File: config.mk
export PLATFORM = sky130hd
export DESIGN_NAME = video_capture_top
export DESIGN_NICKNAME = d
export VERILOG_FILES = /design/src/common/video_pkg.sv /design/src/common/capture_pkg.sv /design/src/design/sync_detect.sv /design/src/capture/pixel_decimator.sv /design/src/capture/frame_addr_gen.sv /design/src/design/frame_buffer.sv /design/src/design/video_capture_top.sv
export SDC_FILE = /design/constraint.sdc
export NUM_CORES = 2
export LEC_CHECK = 0
export BUFFER_PORTS_ARGS = -buffer_cell sky130_fd_sc_hd__buf_2
export CORE_MARGIN = 5
export CORE_UTILIZATION = 60
export DETAILED_ROUTE_END_ITERATION = 7
export GPL_ROUTABILITY_DRIVEN = 0
export PLACE_DENSITY_LB_ADDON = 0.2
export SYNTH_ARGS = -nofsm -noshare
export SYNTH_HDL_FRONTEND = slang
export SYNTH_HIERARCHICAL = 1
export SYNTH_SLANG_ARGS = --single-unit
File: constraint.sdc
create_clock -name i_Clk -period 10 [get_ports i_Clk]
set_input_delay 1.5 -clock i_Clk [delete_from_list [all_inputs] [get_ports i_Clk]]
set_output_delay 1.5 -clock i_Clk [all_outputs]
set_load 0.01 [all_outputs]
File: src/common/video_pkg.sv
package video_pkg;

    //////////////////////////////
    // input video format
    //////////////////////////////

    // one colour channel
    localparam int CHAN_W = 8;

    // full rgb word, three channels side by side
    localparam int PIX_W = 3 * CHAN_W;

    // one 24-bit pixel
    // red in [23:16], green in [15:8], blue in [7:0]
    typedef logic [PIX_W-1:0] pixel_t;

    //////////////////////////////
    // decimation ratios
    //////////////////////////////

    // horizontal ratio
    // keep pixel 0, 4, 8 ... of each active line
    localparam int H_DECIM = 4;

    // vertical ratio
    // keep line 0, 4, 8 ... of each kept frame
    localparam int V_DECIM = 4;

    // temporal ratio
    // frame index mod 3 == 0 is captured, the other two are dropped
    localparam int FRAME_SKIP = 3;

    // the first frame after reset counts as index 0
    // so the very first frame is always a kept one

endpackage : video_pkg

File: src/common/capture_pkg.sv
package capture_pkg;

    //////////////////////////////
    // frame buffer geometry
    //////////////////////////////

    // stored image, after decimation
    localparam int STORE_COLS = 16;
    localparam int STORE_ROWS = 8;

    // one word per stored pixel
    localparam int BUF_DEPTH = STORE_COLS * STORE_ROWS;

    localparam int COL_W  = $clog2(STORE_COLS);
    localparam int ROW_W  = $clog2(STORE_ROWS);
    localparam int ADDR_W = $clog2(BUF_DEPTH);

    // linear address, row * STORE_COLS + col
    typedef logic [ADDR_W-1:0] buf_addr_t;
    typedef logic [COL_W-1:0]  col_t;
    typedef logic [ROW_W-1:0]  row_t;

    // mod-4 line and pixel phase
    typedef logic [1:0] phase_t;

    // mod-3 frame index
    typedef logic [1:0] frame_cnt_t;

    // decimator fsm
    typedef enum logic [1:0] {
        IDLE,
        SKIP_FRAME,
        CAPTURE,
        FULL
    } dec_state_t;

endpackage : capture_pkg

File: src/design/sync_detect.sv
`timescale 1ns/1ps

module sync_detect
    import video_pkg::*;
(
    input  logic   i_Clk,
    input  logic   i_rst,
    input  logic   i_hsync_n,
    input  logic   i_vsync_n,
    input  logic   i_vde,
    input  pixel_t i_pixel,
    output logic   o_line_start,
    output logic   o_frame_start,
    output logic   o_vde_q,
    output pixel_t o_pixel_q
);

    // syncs after inversion, active high
    logic hsync_q;
    logic vsync_q;

    // edge already taken for this sync pulse
    logic fallen_h;
    logic fallen_v;

    // inactive-to-active edge, only counted while blanking
    logic edge_h;
    logic edge_v;

    //////////////////////////////
    // input register stage
    //////////////////////////////

    always_ff @(posedge i_Clk) begin
        if (i_rst) begin
            hsync_q <= 1'b0;
            vsync_q <= 1'b0;
            o_vde_q <= 1'b0;
        end else begin
            hsync_q <= ~i_hsync_n;
            vsync_q <= ~i_vsync_n;
            o_vde_q <= i_vde;
        end
    end

    // pixel data just follows vde by one cycle
    always_ff @(posedge i_Clk) begin
        o_pixel_q <= i_pixel;
    end

    //////////////////////////////
    // edge flags and pulses
    //////////////////////////////

    assign edge_h = hsync_q && !fallen_h && !o_vde_q;
    assign edge_v = vsync_q && !fallen_v && !o_vde_q;

    always_ff @(posedge i_Clk) begin
        if (i_rst) begin
            fallen_h      <= 1'b0;
            fallen_v      <= 1'b0;
            o_line_start  <= 1'b0;
            o_frame_start <= 1'b0;
        end else begin
            // flag holds until the sync goes inactive again
            fallen_h      <= hsync_q && (fallen_h || !o_vde_q);
            fallen_v      <= vsync_q && (fallen_v || !o_vde_q);
            o_line_start  <= edge_h;
            o_frame_start <= edge_v;
        end
    end

endmodule : sync_detect

File: src/capture/pixel_decimator.sv
`timescale 1ns/1ps

module pixel_decimator
    import video_pkg::*;
    import capture_pkg::*;
(
    input  logic   i_Clk,
    input  logic   i_rst,
    input  logic   i_line_start,
    input  logic   i_frame_start,
    input  logic   i_vde,
    input  pixel_t i_pixel,
    output logic   o_wr_en,
    output pixel_t o_wr_data,
    output logic   o_line_kept,
    output col_t   o_col,
    output logic   o_frame_done
);

    dec_state_t state;
    frame_cnt_t frame_cnt;

    // line index mod V_DECIM, pixel index mod H_DECIM
    phase_t line_phase;
    phase_t pix_phase;

    // current line carried active pixels
    logic line_seen;
    // current line is one of the stored rows
    logic keep_line;

    row_t row;
    col_t col_cnt;
    // all STORE_COLS written on this line
    logic col_full;

    logic take_px;
    logic last_wr;
    logic next_kept;

    // sample picked when phase is 0 and the line still has room
    assign take_px = i_vde && !i_frame_start && !i_line_start
                     && (state == CAPTURE) && keep_line
                     && (pix_phase == '0) && !col_full;

    // write of the bottom right corner is going out now
    assign last_wr = o_wr_en && (row == row_t'(STORE_ROWS - 1))
                     && (o_col == col_t'(STORE_COLS - 1));

    // line that begins now lands on phase 0 with a row left
    assign next_kept = (state == CAPTURE) && (line_phase == phase_t'(V_DECIM - 1))
                       && (row != row_t'(STORE_ROWS - 1));

    //////////////////////////////
    // fsm and counters
    //////////////////////////////

    always_ff @(posedge i_Clk) begin
        if (i_rst) begin
            state        <= IDLE;
            frame_cnt    <= '0;
            line_phase   <= '0;
            pix_phase    <= '0;
            line_seen    <= 1'b0;
            keep_line    <= 1'b0;
            row          <= '0;
            col_cnt      <= '0;
            col_full     <= 1'b0;
            o_col        <= '0;
            o_wr_en      <= 1'b0;
            o_line_kept  <= 1'b0;
            o_frame_done <= 1'b0;
        end else begin
            o_wr_en      <= 1'b0;
            o_line_kept  <= 1'b0;
            o_frame_done <= 1'b0;
            if (i_frame_start) begin
                // pick capture or skip from the frame index
                state      <= (frame_cnt == '0) ? CAPTURE : SKIP_FRAME;
                frame_cnt  <= (frame_cnt == frame_cnt_t'(FRAME_SKIP - 1)) ? '0 : frame_cnt + 1'b1;
                line_phase <= '0;
                pix_phase  <= '0;
                line_seen  <= 1'b0;
                row        <= '0;
                col_cnt    <= '0;
                col_full   <= 1'b0;
                // line 0 of a kept frame is row 0
                keep_line   <= (frame_cnt == '0);
                o_line_kept <= (frame_cnt == '0);
            end else if (i_line_start) begin
                pix_phase <= '0;
                col_cnt   <= '0;
                col_full  <= 1'b0;
                line_seen <= 1'b0;
                // blank lines in vertical blanking do not count
                if (line_seen) begin
                    line_phase  <= (line_phase == phase_t'(V_DECIM - 1)) ? '0 : line_phase + 1'b1;
                    keep_line   <= next_kept;
                    o_line_kept <= next_kept;
                    if (next_kept) begin
                        row <= row + 1'b1;
                    end
                end
            end else if (i_vde) begin
                line_seen <= 1'b1;
                pix_phase <= (pix_phase == phase_t'(H_DECIM - 1)) ? '0 : pix_phase + 1'b1;
                if (take_px) begin
                    o_wr_en <= 1'b1;
                    o_col   <= col_cnt;
                    if (col_cnt == col_t'(STORE_COLS - 1)) begin
                        col_full <= 1'b1;
                    end else begin
                        col_cnt <= col_cnt + 1'b1;
                    end
                end
            end
            // buffer is complete, rest of frame ignored
            if (last_wr) begin
                state        <= FULL;
                o_frame_done <= 1'b1;
            end
        end
    end

    // payload register, follows the strobe
    always_ff @(posedge i_Clk) begin
        if (take_px) begin
            o_wr_data <= i_pixel;
        end
    end

endmodule : pixel_decimator

File: src/capture/frame_addr_gen.sv
`timescale 1ns/1ps

module frame_addr_gen
    import video_pkg::*;
    import capture_pkg::*;
(
    input  logic      i_Clk,
    input  logic      i_rst,
    input  logic      i_frame_start,
    input  logic      i_line_kept,
    input  col_t      i_col,
    output buf_addr_t o_wr_addr
);

    // address of column 0 on the current stored row
    buf_addr_t line_base;

    // next kept line is row 0, base stays at 0
    logic first_line;

    // one stored row worth of words
    localparam buf_addr_t ROW_STEP = buf_addr_t'(STORE_COLS);

    // the line base is only meaningful while a frame is under way,
    // a new vsync edge always restarts it at the top of the buffer
    // even if the last frame stopped short of the bottom row

    //////////////////////////////
    // line base register
    //////////////////////////////

    always_ff @(posedge i_Clk) begin
        if (i_rst) begin
            line_base  <= '0;
            first_line <= 1'b1;
        end else if (i_frame_start) begin
            line_base  <= '0;
            first_line <= 1'b1;
        end else if (i_line_kept) begin
            if (first_line) begin
                // row 0 keeps base 0
                first_line <= 1'b0;
            end else begin
                line_base <= line_base + ROW_STEP;
            end
        end
    end

    // row * STORE_COLS + col
    // col only counts up within a row, so no carry into the next row
    assign o_wr_addr = line_base + buf_addr_t'(i_col);

    // pixel timing keeps this combinational path safe, the base
    // settles during horizontal blanking before the first write

endmodule : frame_addr_gen

File: src/design/frame_buffer.sv
`timescale 1ns/1ps

module frame_buffer
    import video_pkg::*;
    import capture_pkg::*;
(
    input  logic      i_Clk,
    input  logic      i_wr_en,
    input  buf_addr_t i_wr_addr,
    input  pixel_t    i_wr_data,
    input  buf_addr_t i_rd_addr,
    output pixel_t    o_rd_data
);

    // one word per stored pixel
    // contents survive skipped frames
    pixel_t mem [BUF_DEPTH];

    //////////////////////////////
    // write port
    //////////////////////////////

    always_ff @(posedge i_Clk) begin
        if (i_wr_en) begin
            mem[i_wr_addr] <= i_wr_data;
        end
    end

    //////////////////////////////
    // read port
    //////////////////////////////

    // one cycle latency
    // same address as a write returns the old word
    always_ff @(posedge i_Clk) begin
        o_rd_data <= mem[i_rd_addr];
    end

    // both ports share i_Clk, the read side is free running
    // so later logic can scan the buffer at any time

endmodule : frame_buffer

File: src/design/video_capture_top.sv
`timescale 1ns/1ps

module video_capture_top
    import video_pkg::*;
    import capture_pkg::*;
(
    input  logic      i_Clk,
    input  logic      i_rst,
    input  logic      i_hsync_n,
    input  logic      i_vsync_n,
    input  logic      i_vde,
    input  pixel_t    i_pixel,
    input  buf_addr_t i_rd_addr,
    output pixel_t    o_rd_data,
    output logic      o_frame_start,
    output logic      o_frame_done
);

    // sync_detect outputs
    logic   line_start;
    logic   frame_start;
    logic   vde_q;
    pixel_t pixel_q;

    // decimator outputs
    logic   wr_en;
    pixel_t wr_data;
    logic   line_kept;
    col_t   col;

    // address generator output
    buf_addr_t wr_addr;

    //////////////////////////////
    // input side
    //////////////////////////////

    sync_detect sync_detect_i (
        .i_Clk         (i_Clk),
        .i_rst         (i_rst),
        .i_hsync_n     (i_hsync_n),
        .i_vsync_n     (i_vsync_n),
        .i_vde         (i_vde),
        .i_pixel       (i_pixel),
        .o_line_start  (line_start),
        .o_frame_start (frame_start),
        .o_vde_q       (vde_q),
        .o_pixel_q     (pixel_q)
    );

    pixel_decimator pixel_decimator_i (
        .i_Clk         (i_Clk),
        .i_rst         (i_rst),
        .i_line_start  (line_start),
        .i_frame_start (frame_start),
        .i_vde         (vde_q),
        .i_pixel       (pixel_q),
        .o_wr_en       (wr_en),
        .o_wr_data     (wr_data),
        .o_line_kept   (line_kept),
        .o_col         (col),
        .o_frame_done  (o_frame_done)
    );

    //////////////////////////////
    // storage side
    //////////////////////////////

    // line base restarts on every frame, kept or not
    frame_addr_gen frame_addr_gen_i (
        .i_Clk         (i_Clk),
        .i_rst         (i_rst),
        .i_frame_start (frame_start),
        .i_line_kept   (line_kept),
        .i_col         (col),
        .o_wr_addr     (wr_addr)
    );

    frame_buffer frame_buffer_i (
        .i_Clk     (i_Clk),
        .i_wr_en   (wr_en),
        .i_wr_addr (wr_addr),
        .i_wr_data (wr_data),
        .i_rd_addr (i_rd_addr),
        .o_rd_data (o_rd_data)
    );

    assign o_frame_start = frame_start;

endmodule : video_capture_top

# Word-level counts from Yosys, hierarchy flattened
# Memories as Yosys holds them, arrays and structs flattened. A register that Yosys moved wholly into a read port is not among the register bits.
# Cells that the tools add are included.
# W data, S select, Z words.
dict set report classes {
  addsub 7
  n_mul 0
  div 0
  order_cmp 0
  n_eq_ne 8
  shifts 0
  mux 16
  n_bitwise 7
  reduce_logical 39
}
# cell n
set op_table {}
lappend op_table {{$logic_and A1 B1 Y1} 16}
lappend op_table {{$mux W2} 6}
lappend op_table {{$mux W1} 10}
lappend op_table {{$reduce_and A3 Y1} 3}
lappend op_table {{$eq A2 B2 Y1 const B} 4}
lappend op_table {{$eq A4 B4 Y1 const B} 2}
lappend op_table {{$add A7 B4 Y7} 1}
lappend op_table {{$add A7 B5 Y7 const B} 1}
lappend op_table {{$not A1 Y1} 7}
lappend op_table {{$add A2 B1 Y2 const B} 3}
lappend op_table {{$logic_not A1 Y1} 6}
lappend op_table {{$reduce_and A2 Y1} 3}
lappend op_table {{$reduce_bool A2 Y1} 3}
lappend op_table {{$add A4 B1 Y4 const B} 1}
lappend op_table {{$logic_not A2 Y1} 2}
lappend op_table {{$reduce_and A4 Y1} 1}
lappend op_table {{$reduce_or A4 Y1} 1}
lappend op_table {{$add A3 B1 Y3 const B} 1}
lappend op_table {{$eq A3 B3 Y1 const B} 1}
lappend op_table {{$ne A3 B3 Y1 const B} 1}
lappend op_table {{$reduce_or A3 Y1} 1}
lappend op_table {{$logic_or A1 B1 Y1} 2}
lappend op_table {{$reduce_or A2 Y1} 1}
dict set report word_totals {
  register_bits 88
  latch_bits 0
  mem_bits_rw 3072
  mem_bits_ro 0
  input_bits 36
  out_inout_bits 26
  elab_cells 102
  memories 1
}
# name depth word_bits rd rd_ports_with_merged_regs write_ports line
set memory_table {}
lappend memory_table {frame_buffer_i.mem 128 24 1 1 1 frame_buffer.sv:17} ;# pixel_t mem [BUF_DEPTH];

# Logic depth before layout (Yosys ltp)
dict set report logic_depth {
  word_depth 8
  depth_mapped 8
  depth_no_buf 5
}

# Cells and area by module
# The synthesis kept the hierarchy.
# module instances cells_per_inst area_each_um2 seq_area_each_um2
set modules_own_cells {}
lappend modules_own_cells {frame_buffer 1 4538 117381.3 92728.9}
lappend modules_own_cells {pixel_decimator 1 149 1855.5 1221.2}
lappend modules_own_cells {sync_detect 1 42 706.9 620.6}
lappend modules_own_cells {frame_addr_gen 1 20 203.9 80.1}

# Worst setup path before layout
# No wires, ideal clock.
dict set report synth_path {
  kind {input -> register}
  start {input i_rd_addr[0]}
  end {register frame_buffer_i.o_rd_data[0] (read register of frame_buffer_i.mem)}
  setup_ns 0.121
  arrival_time_ns 4.016
  t_required_ns 9.879
  slack_ns 5.863
  stages 7
  n_path_buf 3
  path_cell_list {clkbuf_1 buf_2 clkbuf_1 mux4_2 mux4_2 mux4_2 mux2_2}
}
# item line
set synth_lines {}
lappend synth_lines {{start, declared} video_capture_top.sv:13} ;# input buf_addr_t i_rd_addr,
lappend synth_lines {{end, declared} frame_buffer.sv:12} ;# output pixel_t o_rd_data

==> impl_results.md <==
* Drc violations at 0
* Leading cell type in the layout, fill and taps excluded: edfxtp_1
* Seq cells post-synth at approximately 3200
* Slowest stage cell on the critical path: buf_8
* Slew margin rel. at 0.166
* Slowest stage delay, CP at ~0.59 ns
* Asr flop ratio synth at 0
* CP Class: in -> reg
* Ys flop type: edfxtp_1
* First-pass GRT wire length at roughly 410000 um
* Fin area at 135000 um2
* WP buf/inv at 3
* Clk_lat worst skew at ~0.95 ns
* Crit path launch: i_rd_addr[2]
* Vias in the first global route at approximately 55000
* Initial core utilization at 0.602
* Worst-path fanout max at about 120
* Post-route setup TNS at 0 ns
* Die ar. at ~210000 um2
* Seq/Total Area, Yosys at 0.788
* Data arrival time of the worst path at 5.25 ns
* Final Setup Violations at 0
* Static Leak at 41.2 nW
* Maximum VDD drop at about 180 uV
* GRT Overall Usage at 0.276
* CTS tree: done
* Max cap viols at 0
* Worst setup SP type: input pin
* HP Class: reg -> reg
* Total number of vias at 54300
* Core ar. at between 150000 and 200000 um2
* Avg Cell Area, Syn at 25.3 um2
* Yosys top cell by area: edfxtp_1
* Req. time, crit path at roughly 11 ns
* Hold_buf cts at 0
* Final min period at 4.41 ns
* Worst-path cell chain: buf_8 > buf_4 > buf_12 > mux4_2 > mux4_2 > mux4_2 > mux2_2
* Synth Net Count at 4792
* Max Slew Vio Count at 0
* Sink Count at approximately 3200
* Largest net degree at the start of global routing at between 100 and 150
* Global route total overflow at 0
* Mapped cell area at between 100000 and 150000 um2
* Clk_skew at about 0.045 ns
* Library cells used by synthesis at between 40 and 50
* Most used cell, CP: mux4_2
* Yosys warns at 6
* Die width at approximately 460 um
* Min-delay src: sync_detect_i/o_pixel_q[20]
* Row count at approximately 160
* Vias/cell at 6.87
* Most frequent cells in the layout: edfxtp_1 (3096), mux4_2 (1008), clkbuf_16 (331)
* Cts repair resizes at 0
* Crit. End Element: register
* Fmax at between 0.2 and 0.25 GHz
* CP top delay family: multiplexers
* Final period utilization at 0.441
* RR Startpoint: pixel_decimator_i/o_col[0]
* PwrDens at slightly below 200 nW/um2
* Final hold vios at 0
* Synth top area share at 0.774
* Synth area leaders: edfxtp_1 (77%), mux4_2 (19%), dfxtp_1 (1.4%), clkbuf_1 (0.49%), nor2_1 (0.42%)
* Synth Instances at around 4700
* Htree depth at 5
* Status: completed
* Post-DR wirelength/cell at between 30 and 40 um
* Final ANT Viol Nets at 0
* RSZ-0062 raised after global routing: false
* Final nets at a little over 5000
* Final Routed Wirelength at between 200000 and 300000 um
* CTS Buf Count at 321
* Die Height at between 400 and 500 um
* CTS Root Cell: clkbuf_16
* Layout cells sized above 1 at 0.341
* Worst Tran Pin Value at ~1.2 ns
* Setup bufs post-CTS at 0
* Detailed Routing Iterations Pass 1 at 5
* CTS Buffer Depth at 4
* PortBufs at 61
* First DRT Iteration DRCs at about 7600
* Post-synth EDFFs at around 3100
* Initial antenna violation count at 22
* Reg clk slew, reported paths at 0.06 ns
* Placed Area at approximately 120000 um2
* Post-DP HPWL at 148000 um
* P&R area growth vs syn at 12.1%
* IO Pins at 62
==> cell families after synthesis <==
| logic type | after synthesis | share of synthesized area |
|---|---|---|
| AO/OA/AOI/OAI | 30 | 0.00141 |
| XOR/XNOR | 2 | 0.000146 |
| adder cells (fa/ha/maj) | 7 | 0.000729 |
| buffers and inverters | 256 | 0.00881 |
| flip-flops | 3180 | 0.788 |
| multiplexers | 1038 | 0.192 |
| AND/OR/NAND/NOR | 236 | 0.00942 |
==> worst register-to-register path, stage by stage (launching register included) <==
cell     delay [ns]
dfxtp_1        0.89
nand3_2        1.03
nor2_4         1.37
==> final timing paths <==
kind,to,slack (ns),cells after the start
max,frame_buffer_i/o_rd_data[13],5.59,7
min,pixel_decimator_i/o_wr_data[20],0.40,0
max reg2reg,frame_buffer_i/mem[43][12],6.29,2
min reg2reg,pixel_decimator_i/o_wr_data[20],0.40,0
==> state kept, by name, summed over array words and instances, names as in the netlist, 3 cells and up <==
| name | flops |
|---|---|
| frame_buffer_i/o_rd_data | 24 |
| pixel_decimator_i/o_col | 4 |
| pixel_decimator_i/o_wr_data | 24 |
| frame_buffer_i/mem | 3072 |
| pixel_decimator_i/row | 3 |
| pixel_decimator_i/col_cnt | 4 |
| sync_detect_i/o_pixel_q | 24 |
| frame_addr_gen_i/line_base | 3 |
==> where the power goes <==
part / leakage, nW / total (mW) / internal (mW) / switching [mW]
Clock: 4.77 / 11.3 / 6.56 / 4.75
Combinational: 7.92 / 1.01 / 0.482 / 0.529
Sequential: 28.5 / 14.5 / 14.4 / 0.0363
Total: 41.2 / 26.8 / 21.5 / 5.31
==> final cells by class <==
type,count,area [um2]
fillers,11900,64700
inverters,6,22.5
multi-input cells,1313,25400
flip-flops and latches,3180,94700
well taps,2656,3320
clock buffers,437,8810
clock inverters,116,975
repair buffers,193,1530
diodes,5,12.5
==> through the flow <==
stage	instances	total power [mW]	hold WS, ns	worst slack [ns]	util
2_1_floorplan	4749	15.4	0.386	5.86	-
3_3_place_gp	7348	15.7	0.387	4.65	0.626
3_5_place_dp	7348	15.7	0.389	4.65	0.626
4_1_cts	7901	26.9	0.403	5.67	0.675
5_1_grt	7903	27.6	0.409	5.50	0.675
6_report	7906	26.8	0.403	5.59	0.675
==> cells in the mapped netlist (all sizes together), types with 5 or more instances <==
| master | number |
|---|---|
| nand3 | 19 |
| or3 | 5 |
| nand2b | 8 |
| ha | 7 |
| nor2b | 11 |
| o21ai | 9 |
| mux2i | 6 |
| buf | 93 |
| mux4 | 1008 |
| dfxtp | 84 |
| inv | 6 |
| clkbuf | 157 |
| edfxtp | 3096 |
| nand2 | 21 |
| a21oi | 15 |
| mux2 | 24 |
| nor2 | 134 |
| nor3 | 17 |
==> routing by layer <==
| layer | routed length, um | GRT usage |
|---|---|---|
| met1 | 106000 | 0.396 |
| met2 | 137000 | 0.429 |
| met3 | 33800 | 0.0752 |
| met4 | 8450 | 0.0782 |
| met5 | 36 | 0 |
No activity file was read; power rests on OpenSTA's default activity.
